==> config.mk <==
export PLATFORM = sky130hd
export DESIGN_NAME = mem_pipe_top
export DESIGN_NICKNAME = d
export VERILOG_FILES = /design/src/design/pipe_pkg.sv /design/src/design/bus_pkg.sv /design/src/design/addr_trans.sv /design/src/design/mem1_stage.sv /design/src/design/mem2_stage.sv /design/src/design/mem_pipe_top.sv
export VERILOG_INCLUDE_DIRS = /design/src /design/src/design
export SDC_FILE = /design/constraint.sdc
export NUM_CORES = 1
export LEC_CHECK = 0
export BUFFER_PORTS_ARGS = -buffer_cell sky130_fd_sc_hd__buf_2
export CORE_MARGIN = 2
export CORE_UTILIZATION = 52
export DETAILED_ROUTE_END_ITERATION = 8
export PLACE_DENSITY = 0.77
export SLEW_MARGIN = 20
export SYNTH_ARGS = -nofsm -noshare
export SYNTH_HDL_FRONTEND = slang
export SYNTH_SLANG_ARGS = --single-unit
export TNS_END_PERCENT = 100
==> constraint.sdc <==
create_clock -name clk -period 11.8 [get_ports clk]
set_input_delay 2.36 -clock clk [delete_from_list [all_inputs] [get_ports clk]]
set_output_delay 2.36 -clock clk [all_outputs]
set_load 0.01 [all_outputs]
==> src/design/mem_pipe_config.svh <==
`ifndef MEM_PIPE_CONFIG_SVH
`define MEM_PIPE_CONFIG_SVH

// Data and address width
`define XLEN 32

// Window segment, taken from the top address bits
`define SEG_W 3

// Destination register index
`define RIDX_W 5

`endif

==> src/design/pipe_pkg.sv <==
package pipe_pkg;

    typedef enum logic [2:0] {
        OP_NOP   = 3'd0,
        OP_ALU   = 3'd1,  // Writes the execute result
        OP_LINK  = 3'd2,  // Writes pc + 4
        OP_LOAD  = 3'd3,
        OP_STORE = 3'd4
    } op_kind_t;

    typedef enum logic [1:0] {
        SZ_BYTE = 2'd0,
        SZ_HALF = 2'd1,
        SZ_WORD = 2'd2
    } size_t;

    typedef enum logic [2:0] {
        EX_NONE     = 3'd0,
        EX_ALE      = 3'd1,  // Misaligned access
        EX_TRANS    = 3'd2,  // Outside the mapped window
        EX_UPSTREAM = 3'd3   // Carried in from earlier stages
    } excp_code_t;

    function automatic logic is_mem_op(op_kind_t kind);
        return kind == OP_LOAD || kind == OP_STORE;
    endfunction

    // Operations that produce a register result
    function automatic logic writes_rd(op_kind_t kind);
        return kind == OP_ALU || kind == OP_LINK || kind == OP_LOAD;
    endfunction

endpackage

==> src/design/bus_pkg.sv <==
`include "mem_pipe_config.svh"

package bus_pkg;

    // Wishbone byte select, one bit per lane
    typedef logic [3:0] sel_t;

    typedef logic [`XLEN-3:0] word_addr_t;

    // Byte address split into the bus word and the lane inside it
    typedef struct packed {
        word_addr_t word;
        logic [1:0] lane;
    } byte_addr_t;

endpackage

==> src/design/addr_trans.sv <==
`timescale 1ns/100ps
`include "mem_pipe_config.svh"

module addr_trans
    import pipe_pkg::*;
    import bus_pkg::*;
(
    input  logic [`XLEN-1:0]  va,
    input  size_t             size,
    input  logic              da,
    input  logic [`SEG_W-1:0] dmw_vseg,
    input  logic [`SEG_W-1:0] dmw_pseg,
    output logic [`XLEN-1:0]  pa,
    output sel_t              sel,
    output excp_code_t        excp_code
);

    byte_addr_t va_s;
    logic       misaligned;
    logic       in_window;

    assign va_s = va;
    assign in_window = va[`XLEN-1 -: `SEG_W] == dmw_vseg;

    // Segment bits replaced, offset kept
    assign pa = da ? va : {dmw_pseg, va[`XLEN-`SEG_W-1:0]};

    always_comb begin
        case (size)
            SZ_BYTE: begin
                misaligned = 1'b0;
                sel = 4'b0001 << va_s.lane;
            end
            SZ_HALF: begin
                misaligned = va_s.lane[0];
                sel = 4'b0011 << {va_s.lane[1], 1'b0};
            end
            default: begin
                misaligned = va_s.lane != 2'b00;
                sel = 4'b1111;
            end
        endcase
    end

    // Alignment is reported ahead of the window check
    always_comb begin
        if (misaligned)
            excp_code = EX_ALE;
        else if (!da && !in_window)
            excp_code = EX_TRANS;
        else
            excp_code = EX_NONE;
    end

endmodule

==> src/design/mem1_stage.sv <==
`timescale 1ns/100ps
`include "mem_pipe_config.svh"

module mem1_stage
    import pipe_pkg::*;
    import bus_pkg::*;
(
    input  logic               clk,
    input  logic               rst_n,
    input  logic               stall,
    input  logic               flush,

    input  logic               in_valid,
    input  op_kind_t           in_kind,
    input  size_t              in_size,
    input  logic               in_signed,
    input  logic [`XLEN-1:0]   in_pc,
    input  logic [`XLEN-1:0]   in_ex_out,
    input  logic [`XLEN-1:0]   in_store_data,
    input  logic [`RIDX_W-1:0] in_rd,
    input  logic               in_excp_valid,
    input  excp_code_t         in_excp_code,

    input  logic               csr_da,
    input  logic [`SEG_W-1:0]  csr_dmw_vseg,
    input  logic [`SEG_W-1:0]  csr_dmw_pseg,

    output logic               fwd_valid,
    output logic               fwd_load,
    output logic [`RIDX_W-1:0] fwd_rd,
    output logic [`XLEN-1:0]   fwd_data,

    output logic               m1_valid,
    output op_kind_t           m1_kind,
    output size_t              m1_size,
    output logic               m1_signed,
    output logic [`XLEN-1:0]   m1_pa,
    output logic [`XLEN-1:0]   m1_store_data,
    output sel_t               m1_sel,
    output logic [`RIDX_W-1:0] m1_rd,
    output logic [`XLEN-1:0]   m1_link_val,
    output logic               m1_excp_valid,
    output excp_code_t         m1_excp_code,
    output logic [`XLEN-1:0]   m1_badv
);

    logic               valid_r;
    op_kind_t           kind_r;
    size_t              size_r;
    logic               signed_r;
    logic [`XLEN-1:0]   pc_r;
    logic [`XLEN-1:0]   ex_out_r;
    logic [`XLEN-1:0]   store_data_r;
    logic [`RIDX_W-1:0] rd_r;
    logic               excp_valid_r;
    excp_code_t         excp_code_r;
    sel_t               trans_sel;
    excp_code_t         trans_code;
    logic               trans_fault;
    logic               mem_op;

    always_ff @(posedge clk) begin
        if (!rst_n || flush)
            valid_r <= 1'b0;
        else if (!stall)
            valid_r <= in_valid;
    end

    always_ff @(posedge clk) begin
        if (!stall) begin
            kind_r       <= in_kind;
            size_r       <= in_size;
            signed_r     <= in_signed;
            pc_r         <= in_pc;
            ex_out_r     <= in_ex_out;
            store_data_r <= in_store_data;
            rd_r         <= in_rd;
            excp_valid_r <= in_excp_valid;
            excp_code_r  <= in_excp_code;
        end
    end

    addr_trans addr_trans_i (
        .va        (ex_out_r),
        .size      (size_r),
        .da        (csr_da),
        .dmw_vseg  (csr_dmw_vseg),
        .dmw_pseg  (csr_dmw_pseg),
        .pa        (m1_pa),
        .sel       (trans_sel),
        .excp_code (trans_code)
    );

    assign mem_op = is_mem_op(kind_r);
    assign trans_fault = mem_op && trans_code != EX_NONE;

    // Upstream exception keeps priority over translation
    assign m1_excp_valid = excp_valid_r || trans_fault;
    assign m1_excp_code = excp_valid_r ? excp_code_r : (trans_fault ? trans_code : EX_NONE);
    assign m1_badv = ex_out_r;

    assign m1_valid = valid_r;
    assign m1_kind = kind_r;
    assign m1_size = size_r;
    assign m1_signed = signed_r;
    assign m1_rd = rd_r;
    assign m1_link_val = fwd_data;  // ALU or LINK result for writeback
    assign m1_store_data = store_data_r << {ex_out_r[1:0], 3'b000};

    assign m1_sel = (mem_op && !m1_excp_valid) ? trans_sel : '0;

    assign fwd_valid = valid_r && writes_rd(kind_r) && !m1_excp_valid;
    assign fwd_load = kind_r == OP_LOAD;  // Data arrives only in mem2
    assign fwd_rd = rd_r;
    assign fwd_data = (kind_r == OP_LINK) ? pc_r + `XLEN'd4 : ex_out_r;

    // Held operation waits for mem2 to free up
    assert property (@(posedge clk) disable iff (!rst_n)
        stall && !flush |=> $stable(m1_valid) && $stable(m1_kind) && $stable(m1_badv))
        else $error("mem1: operation changed during stall");

endmodule

==> src/design/mem2_stage.sv <==
`timescale 1ns/100ps
`include "mem_pipe_config.svh"

module mem2_stage
    import pipe_pkg::*;
    import bus_pkg::*;
(
    input  logic               clk,
    input  logic               rst_n,
    input  logic               flush,

    input  logic               m1_valid,
    input  op_kind_t           m1_kind,
    input  size_t              m1_size,
    input  logic               m1_signed,
    input  logic [`XLEN-1:0]   m1_pa,
    input  logic [`XLEN-1:0]   m1_store_data,
    input  sel_t               m1_sel,
    input  logic [`RIDX_W-1:0] m1_rd,
    input  logic [`XLEN-1:0]   m1_link_val,
    input  logic               m1_excp_valid,
    input  excp_code_t         m1_excp_code,
    input  logic [`XLEN-1:0]   m1_badv,

    output logic               stall,

    output logic               wb_cyc,
    output logic               wb_stb,
    output logic               wb_we,
    output word_addr_t         wb_adr,
    output logic [`XLEN-1:0]   wb_dat_w,
    output sel_t               wb_sel,
    input  logic [`XLEN-1:0]   wb_dat_r,
    input  logic               wb_ack,

    output logic               wbk_valid,
    output logic               wbk_rd_we,
    output logic [`RIDX_W-1:0] wbk_rd,
    output logic [`XLEN-1:0]   wbk_data,
    output logic               wbk_excp_valid,
    output excp_code_t         wbk_excp_code,
    output logic [`XLEN-1:0]   wbk_badv
);

    logic               valid_r;
    logic               cyc_r;
    op_kind_t           kind_r;
    size_t              size_r;
    logic               signed_r;
    byte_addr_t         pa_r;
    logic [`XLEN-1:0]   store_data_r;
    sel_t               sel_r;
    logic [`RIDX_W-1:0] rd_r;
    logic [`XLEN-1:0]   link_val_r;
    logic               excp_valid_r;
    excp_code_t         excp_code_r;
    logic [`XLEN-1:0]   badv_r;
    logic               bus_req;
    logic               done;
    logic [`XLEN-1:0]   rdata_sh;
    logic [`XLEN-1:0]   load_data;

    assign bus_req = m1_valid && is_mem_op(m1_kind) && !m1_excp_valid;
    assign stall = cyc_r && !wb_ack;
    assign done = valid_r && (!cyc_r || wb_ack);

    always_ff @(posedge clk) begin
        if (!rst_n) begin
            valid_r <= 1'b0;
            cyc_r   <= 1'b0;
        end else if (!stall) begin
            valid_r <= m1_valid && !flush;
            cyc_r   <= bus_req && !flush;
        end else if (flush) begin
            valid_r <= 1'b0;  // Bus cycle runs on, its result is dropped
        end
    end

    always_ff @(posedge clk) begin
        if (!stall) begin
            kind_r       <= m1_kind;
            size_r       <= m1_size;
            signed_r     <= m1_signed;
            pa_r         <= m1_pa;
            store_data_r <= m1_store_data;
            sel_r        <= m1_sel;
            rd_r         <= m1_rd;
            link_val_r   <= m1_link_val;
            excp_valid_r <= m1_excp_valid;
            excp_code_r  <= m1_excp_code;
            badv_r       <= m1_badv;
        end
    end

    assign wb_cyc = cyc_r;
    assign wb_stb = cyc_r;  // Classic cycle, one transfer per cyc
    assign wb_we = kind_r == OP_STORE;
    assign wb_adr = pa_r.word;
    assign wb_dat_w = store_data_r;
    assign wb_sel = sel_r;

    assign rdata_sh = wb_dat_r >> {pa_r.lane, 3'b000};

    always_comb begin
        case (size_r)
            SZ_BYTE: load_data = {{(`XLEN-8){signed_r & rdata_sh[7]}}, rdata_sh[7:0]};
            SZ_HALF: load_data = {{(`XLEN-16){signed_r & rdata_sh[15]}}, rdata_sh[15:0]};
            default: load_data = rdata_sh;
        endcase
    end

    always_ff @(posedge clk) begin
        if (!rst_n)
            wbk_valid <= 1'b0;
        else
            wbk_valid <= done && !flush;
    end

    always_ff @(posedge clk) begin
        if (done) begin
            wbk_rd_we      <= !excp_valid_r && writes_rd(kind_r) && rd_r != '0;
            wbk_rd         <= rd_r;
            wbk_data       <= (kind_r == OP_LOAD) ? load_data : link_val_r;
            wbk_excp_valid <= excp_valid_r;
            wbk_excp_code  <= excp_code_r;
            wbk_badv       <= badv_r;
        end
    end

    // Only a memory op free of exceptions owns the bus
    assert property (@(posedge clk) disable iff (!rst_n)
        wb_cyc |-> is_mem_op(kind_r) && !excp_valid_r)
        else $error("mem2: bus cycle for a non-memory or faulting op");

    // Slave sees a steady request until it answers
    assert property (@(posedge clk) disable iff (!rst_n)
        wb_stb && !wb_ack |=> wb_stb && $stable(wb_adr) && $stable(wb_sel))
        else $error("mem2: bus request changed before ack");

endmodule

==> src/design/mem_pipe_top.sv <==
`timescale 1ns/100ps
`include "mem_pipe_config.svh"

module mem_pipe_top
    import pipe_pkg::*;
    import bus_pkg::*;
(
    input  logic               clk,
    input  logic               rst_n,
    input  logic               flush,
    output logic               stall,

    input  logic               in_valid,
    input  op_kind_t           in_kind,
    input  size_t              in_size,
    input  logic               in_signed,
    input  logic [`XLEN-1:0]   in_pc,
    input  logic [`XLEN-1:0]   in_ex_out,
    input  logic [`XLEN-1:0]   in_store_data,
    input  logic [`RIDX_W-1:0] in_rd,
    input  logic               in_excp_valid,
    input  excp_code_t         in_excp_code,

    input  logic               csr_da,
    input  logic [`SEG_W-1:0]  csr_dmw_vseg,
    input  logic [`SEG_W-1:0]  csr_dmw_pseg,

    output logic               fwd_valid,
    output logic               fwd_load,
    output logic [`RIDX_W-1:0] fwd_rd,
    output logic [`XLEN-1:0]   fwd_data,

    output logic               wb_cyc,
    output logic               wb_stb,
    output logic               wb_we,
    output word_addr_t         wb_adr,
    output logic [`XLEN-1:0]   wb_dat_w,
    output sel_t               wb_sel,
    input  logic [`XLEN-1:0]   wb_dat_r,
    input  logic               wb_ack,

    output logic               wbk_valid,
    output logic               wbk_rd_we,
    output logic [`RIDX_W-1:0] wbk_rd,
    output logic [`XLEN-1:0]   wbk_data,
    output logic               wbk_excp_valid,
    output excp_code_t         wbk_excp_code,
    output logic [`XLEN-1:0]   wbk_badv
);

    // Stage hand-off
    logic               m1_valid;
    op_kind_t           m1_kind;
    size_t              m1_size;
    logic               m1_signed;
    logic [`XLEN-1:0]   m1_pa;
    logic [`XLEN-1:0]   m1_store_data;
    sel_t               m1_sel;
    logic [`RIDX_W-1:0] m1_rd;
    logic [`XLEN-1:0]   m1_link_val;
    logic               m1_excp_valid;
    excp_code_t         m1_excp_code;
    logic [`XLEN-1:0]   m1_badv;

    mem1_stage mem1_stage_i (.*);

    mem2_stage mem2_stage_i (.*);

endmodule

Word level (Yosys, flattened, before mapping)
Index checks and enable logic that the tools add are counted.
{"block": "word_totals", "input_bits": 155, "ff_bits": 336, "word_cells": 97}
{"block": "classes", "addsub": 1, "n_shift": 4, "bitwise_logic": 2, "n_eq_ne": 12, "reduce_logical": 35, "n_mux": 12}
{"op": "two-way mux 32 bit", "n": 3}
{"op": "one-hot mux 32 bit (2 select lines)", "n": 1}
{"op": "adder 32 x 3 -> 32 bit (second input constant)", "n": 1}
{"op": "left shift 32 x 5 -> 32 bit", "n": 1}
{"op": "right shift 32 x 5 -> 32 bit", "n": 1}
{"op": "logical AND 1 bit", "n": 14}
{"op": "equality test 3 x 2 -> 1 bit (second input constant)", "n": 4}
{"op": "zero test 1 bit", "n": 8}
{"op": "logical OR 1 bit", "n": 8}
{"op": "one-hot mux 4 bit (2 select lines)", "n": 1}
{"op": "equality test 3 x 1 -> 1 bit (second input constant)", "n": 2}
{"op": "equality test 3 bit (second input constant)", "n": 2}
{"op": "two-way mux 2 bit", "n": 3}
{"op": "nonzero test 5 bit", "n": 1}
{"op": "equality test 2 x 1 -> 1 bit (second input constant)", "n": 2}
{"op": "zero test 2 bit", "n": 2}
{"op": "left shift 1 x 2 -> 4 bit (first input constant)", "n": 1}
{"op": "left shift 2 x 2 -> 4 bit (first input constant)", "n": 1}
{"op": "equality test 3 bit", "n": 1}
{"op": "two-way mux 3 bit", "n": 1}
{"op": "nonzero test 3 bit", "n": 1}
{"op": "AND 1 bit", "n": 2}
{"op": "two-way mux 1 bit", "n": 2}
{"op": "inequality test 2 bit (second input constant)", "n": 1}
{"op": "2 further kinds", "n": 2}

Logic depth before layout (Yosys ltp)
{"block": "depth", "word_depth": 11, "depth_mapped": 7}

By module
From an unflattened synthesis, not the netlist that was laid out.
{"block": "hier_totals", "hier_cells": 875, "hier_area_um2": 13615.6}
{"module": "mem2_stage", "instances": 1, "cells_each": 407, "area_each_um2": 8022.7}
{"module": "mem1_stage", "instances": 1, "cells_each": 419, "area_each_um2": 5221.3}
{"module": "addr_trans", "instances": 1, "cells_each": 49, "area_each_um2": 371.6}

Worst setup path before layout
No wires, ideal clock.
{"block": "synth_timing", "kind": "input to output", "startpoint": "input port wb_ack", "endpoint": "output port stall", "n_path_buf": 0, "slack_ns": 0.598, "cell_stages": 2, "arrival_ns": 8.842, "path_cell_list": "nand2b_1 -> inv_1"}
{"block": "synth_via", "elab_chain_len": 2}
{"item": "start, declared", "line": "mem_pipe_top.sv:40", "source": "input logic wb_ack,"}
{"item": "zero test 1 bit", "line": "mem2_stage.sv:64", "source": "assign stall = cyc_r && !wb_ack;"}
{"item": "logical AND 1 bit", "line": "mem2_stage.sv:64"}
{"item": "end, declared", "line": "mem_pipe_top.sv:11", "source": "output logic stall,"}
No other way between the ends.

Final worst setup path
{"block": "layout_timing", "startpoint": "input port csr_dmw_vseg[2]", "endpoint": "output port fwd_valid"}
{"block": "layout_via", "elab_chain_len": 10}
{"item": "start, declared", "line": "mem_pipe_top.sv:25", "source": "input logic [`SEG_W-1:0] csr_dmw_vseg,"}
{"item": "equality test 3 bit", "line": "addr_trans.sv:23", "source": "assign in_window = va[`XLEN-1 -: `SEG_W] == dmw_vseg;"}
{"item": "zero test 1 bit", "line": "addr_trans.sv:49", "source": "else if (!da && !in_window)"}
{"item": "logical AND 1 bit", "line": "addr_trans.sv:49"}
{"item": "two-way mux 2 bit", "line": "addr_trans.sv:49"}
{"item": "two-way mux 2 bit", "line": "addr_trans.sv:47", "source": "if (misaligned)"}
{"item": "nonzero test 3 bit", "line": "mem1_stage.sv:95", "source": "assign trans_fault = mem_op && trans_code != EX_NONE;"}
{"item": "logical AND 1 bit", "line": "mem1_stage.sv:95"}
{"item": "logical OR 1 bit", "line": "mem1_stage.sv:98", "source": "assign m1_excp_valid = excp_valid_r || trans_fault;"}
{"item": "zero test 1 bit", "line": "mem1_stage.sv:112", "source": "assign fwd_valid = valid_r && writes_rd(kind_r) && !m1_excp_valid;"}
{"item": "logical AND 1 bit", "line": "mem1_stage.sv:112"}
{"item": "end, declared", "line": "mem_pipe_top.sv:28", "source": "output logic fwd_valid,"}
No other way between the ends.

==> flow_summary.ini <==
[outcome]
status = complete, no violations

[grt]
grt_first_pass_wirelength_um = 42100
globalRouteOverflowTotal = 0
grt_max_degree = 75
antenna_found_initial = 7
grt_pass1_vias = 7619
grt_use_total = 0.226

[synth]
synthCells = 796
synth_most_common_cell = edfxtp_1
ys_ff_latch = 307
synth_top_area_cell = edfxtp_1
syn-cell-area_mm2 = 0.0123
synth_edf_count = 303
yosysWarnings = 0
avgSynthCellArea_um2 = 15.4
synthTopCellsByArea = edfxtp_1, mux2i_1, buf_4
synthArstFlopShare = 0
synth_common_cells = edfxtp_1, nor2_1, nand2_1
ys.flop_type = edfxtp_1
synth.distinct_cells = 59
synth_top_area_share = 0.743
synth.net_count = 952
ys_seq_area_frac = 0.749

[cells_and_area]
final_cells = 1458
drive_gt1_frac = 0.376
fin_area_mm2 = 0.0150
fillers = 1726
area_growth_pct = 22.7
final_nets = 1268

[pwr]
powerDensity_mw_per_mm2 = 158
leakage_nw = 6.08
peakVddDrop_uv = 168

[timing]
hold_violations = 0
setup_tns_ns = 0
period_share = 0.496
rsz0062_at_grt = false
fin_skew_ns = 0.00965
setup_viol = 0
relSlewSlack = 0.297
worst_pin_slew_ns = 1.05
drv_slew = 0
finalCriticalPeriod_ns = 5.86
fmax_ghz = 0.171

[floorplanning]
chipHeight_um = 157
num_io_pins = 339
die_area_mm2 = 0.0248
rows = 56
die_x_um = 157
initial_core_util = 0.525
core_area_mm2 = 0.0233

[critical_path]
cp.required_ns = 9.44
critPathKind = input pin to primary output
cp_data_arrival_time_ns = 3.50
endpoint_kind = primary output
max_stage_delay_ns = 0.45
crit_family = compound AO/OA/AOI/OAI gates
cpMostUsedCell = buf_2
cp_cell_sequence = buf_2 > xnor2_1 > a31oi_1 > nor2b_1 > o21a_1 > buf_2
crit_fanout = 4
start_kind = input pin
crit_buf_inv = 2
cpMaxStageDelayCell = a31oi_1

[clocking]
cts_root_buf = clkbuf_16
cts_resized = 0
cts_sinks = 307
cts_buffer_depth = 3
h-tree-depth = 1
path_clk_slew_ns = 0.06
post_cts_buffers = 0
cts_tree = done
cts_buffers = 30
clkLatencyLatePin_ns = 0.54
cts_hold_buf = 0

[route]
vias = 7801
drtAntennaViolNets = 0
routedWlPerCell_um = 19.7
drc = 0
wl_um = 28800
drtIter0Drc = 534
avgViaCountPerCell = 5.35
firstDrtPassIters = 5

[place]
gp_congestion = 0.854
dpl.cell_count = 1399
portBuffers = 338
dp_hpwl_um = 20700
postPlaceCellArea_mm2 = 0.0141

[job]
drv_cap = 0

[worst_hold_path]
worstHoldPathType = flop to flop
final cells by class:
type / instances / area [um^2] / area share
flip-flops and latches: 307 / 9180 / 0.610
multi-input cells: 415 / 2660 / 0.177
repair buffers: 349 / 1770 / 0.118
clock buffers: 41 / 883 / 0.0587
well taps: 319 / 399 / 0.0265
clock inverters: 14 / 93.8 / 0.00624
inverters: 9 / 35.0 / 0.00233
diodes: 4 / 10.0 / 0.000666
where the power goes:
part / switching, mW / leakage, nW / total, mW / internal, mW
sequential: 0.0278 / 3.15 / 1.28 / 1.25
clock: 0.390 / 0.490 / 0.932 / 0.542
combinational: 0.0878 / 2.44 / 0.158 / 0.0706
per-stage QoR:
step	setup WS, ns	hold slack, ns	utilization	total power, mW
4_1_cts	5.96	0.429	0.644	2.39
2_1_floorplan	0.598	0.400	-	1.38
6_report	5.94	0.429	0.645	2.37
5_1_grt	5.83	0.449	0.644	2.45
3_3_place_gp	5.96	0.401	0.602	1.46
3_5_place_dp	5.97	0.415	0.602	1.46
worst register-to-register path, cell delays in order, from the launching register on:
cell	delay, ns
dfxtp_1	0.35
nand2b_4	0.52
buf_4	0.68
buf_4	0.83
logic make-up (layout without fill, tap and decap cells):
logic type,after synthesis,count (layout),share of synthesized area
other,0,4,0
flip-flops,307,307,0.749
buffers and inverters,74,413,0.0346
XOR/XNOR,15,15,0.0107
AND/OR/NAND/NOR,222,222,0.0957
adder cells (fa/ha/maj),1,1,0.00102
AO/OA/AOI/OAI,133,133,0.0696
multiplexers,44,44,0.0391
state kept, by name, indices dropped and copies added (netlist names), 2 cells and up:
name / cells
mem2_stage_i.link_val_r: 32
mem1_stage_i.m1_kind: 3
mem2_stage_i.wb_dat_w: 32
mem2_stage_i.wbk_excp_code: 3
mem2_stage_i.wbk_rd: 5
mem1_stage_i.store_data_r: 32
mem1_stage_i.fwd_rd: 5
mem2_stage_i.size_r: 2
mem1_stage_i.pc_r: 32
mem2_stage_i.kind_r: 3
mem1_stage_i.m1_size: 2
mem2_stage_i.excp_code_r: 3
mem1_stage_i.excp_code_r: 3
mem2_stage_i.wbk_badv: 32
mem1_stage_i.m1_badv: 32
mem2_stage_i.rd_r: 5
mem2_stage_i.badv_r: 32
mem2_stage_i.wb_sel: 4
mem2_stage_i.wbk_data: 32
mem2_stage_i.wb_adr: 3
cells in the final DEF (no fill, tap or decap), types with 4 or more instances in the layout:
cell | Yosys | routed
buf_2 | 9 | 338
edfxtp_1 | 303 | 303
nor2_1 | 60 | 59
nand2_1 | 49 | 49
o21ai_0 | 34 | 34
mux2i_1 | 31 | 31
clkbuf_16 | 0 | 31
a21oi_1 | 30 | 30
and2_1 | 25 | 25
nor2b_1 | 18 | 18
o22a_1 | 16 | 16
a211oi_1 | 15 | 15
a31oi_1 | 15 | 15
nand3_1 | 13 | 13
mux2_2 | 11 | 11
buf_4 | 30 | 11
nand4_1 | 10 | 10
clkinv_2 | 0 | 10
xor2_1 | 9 | 9
inv_1 | 9 | 8
nand2b_1 | 8 | 7
clkbuf_8 | 0 | 7
xnor2_1 | 6 | 6
or3_1 | 6 | 6
o31ai_1 | 5 | 5
diode_2 | 0 | 4
or4_1 | 4 | 4
dfxtp_1 | 4 | 4
final timing paths:
path / from / to / slack, ns / cells past startpoint
setup / recovery: csr_dmw_vseg[2] / fwd_valid / 5.94 / 6
hold / removal: mem2_stage_i.badv_r[29] / mem2_stage_i.wbk_badv[29] / 0.43 / 0
setup reg to reg: mem2_stage_i.wb_cyc / mem2_stage_i.badv_r[4] / 9.02 / 3
hold reg to reg: mem2_stage_i.badv_r[29] / mem2_stage_i.wbk_badv[29] / 0.43 / 0
per-layer routing:
layer  track usage  vias up  wire length (um)
met5             0        -                33
met4        0.0567        6               585
met3        0.0650       48              2760
met2         0.393      374             14500
met1         0.279     3731             11000
li1              -     3642                 -
Note: power is estimated with default switching activity, not from simulation.
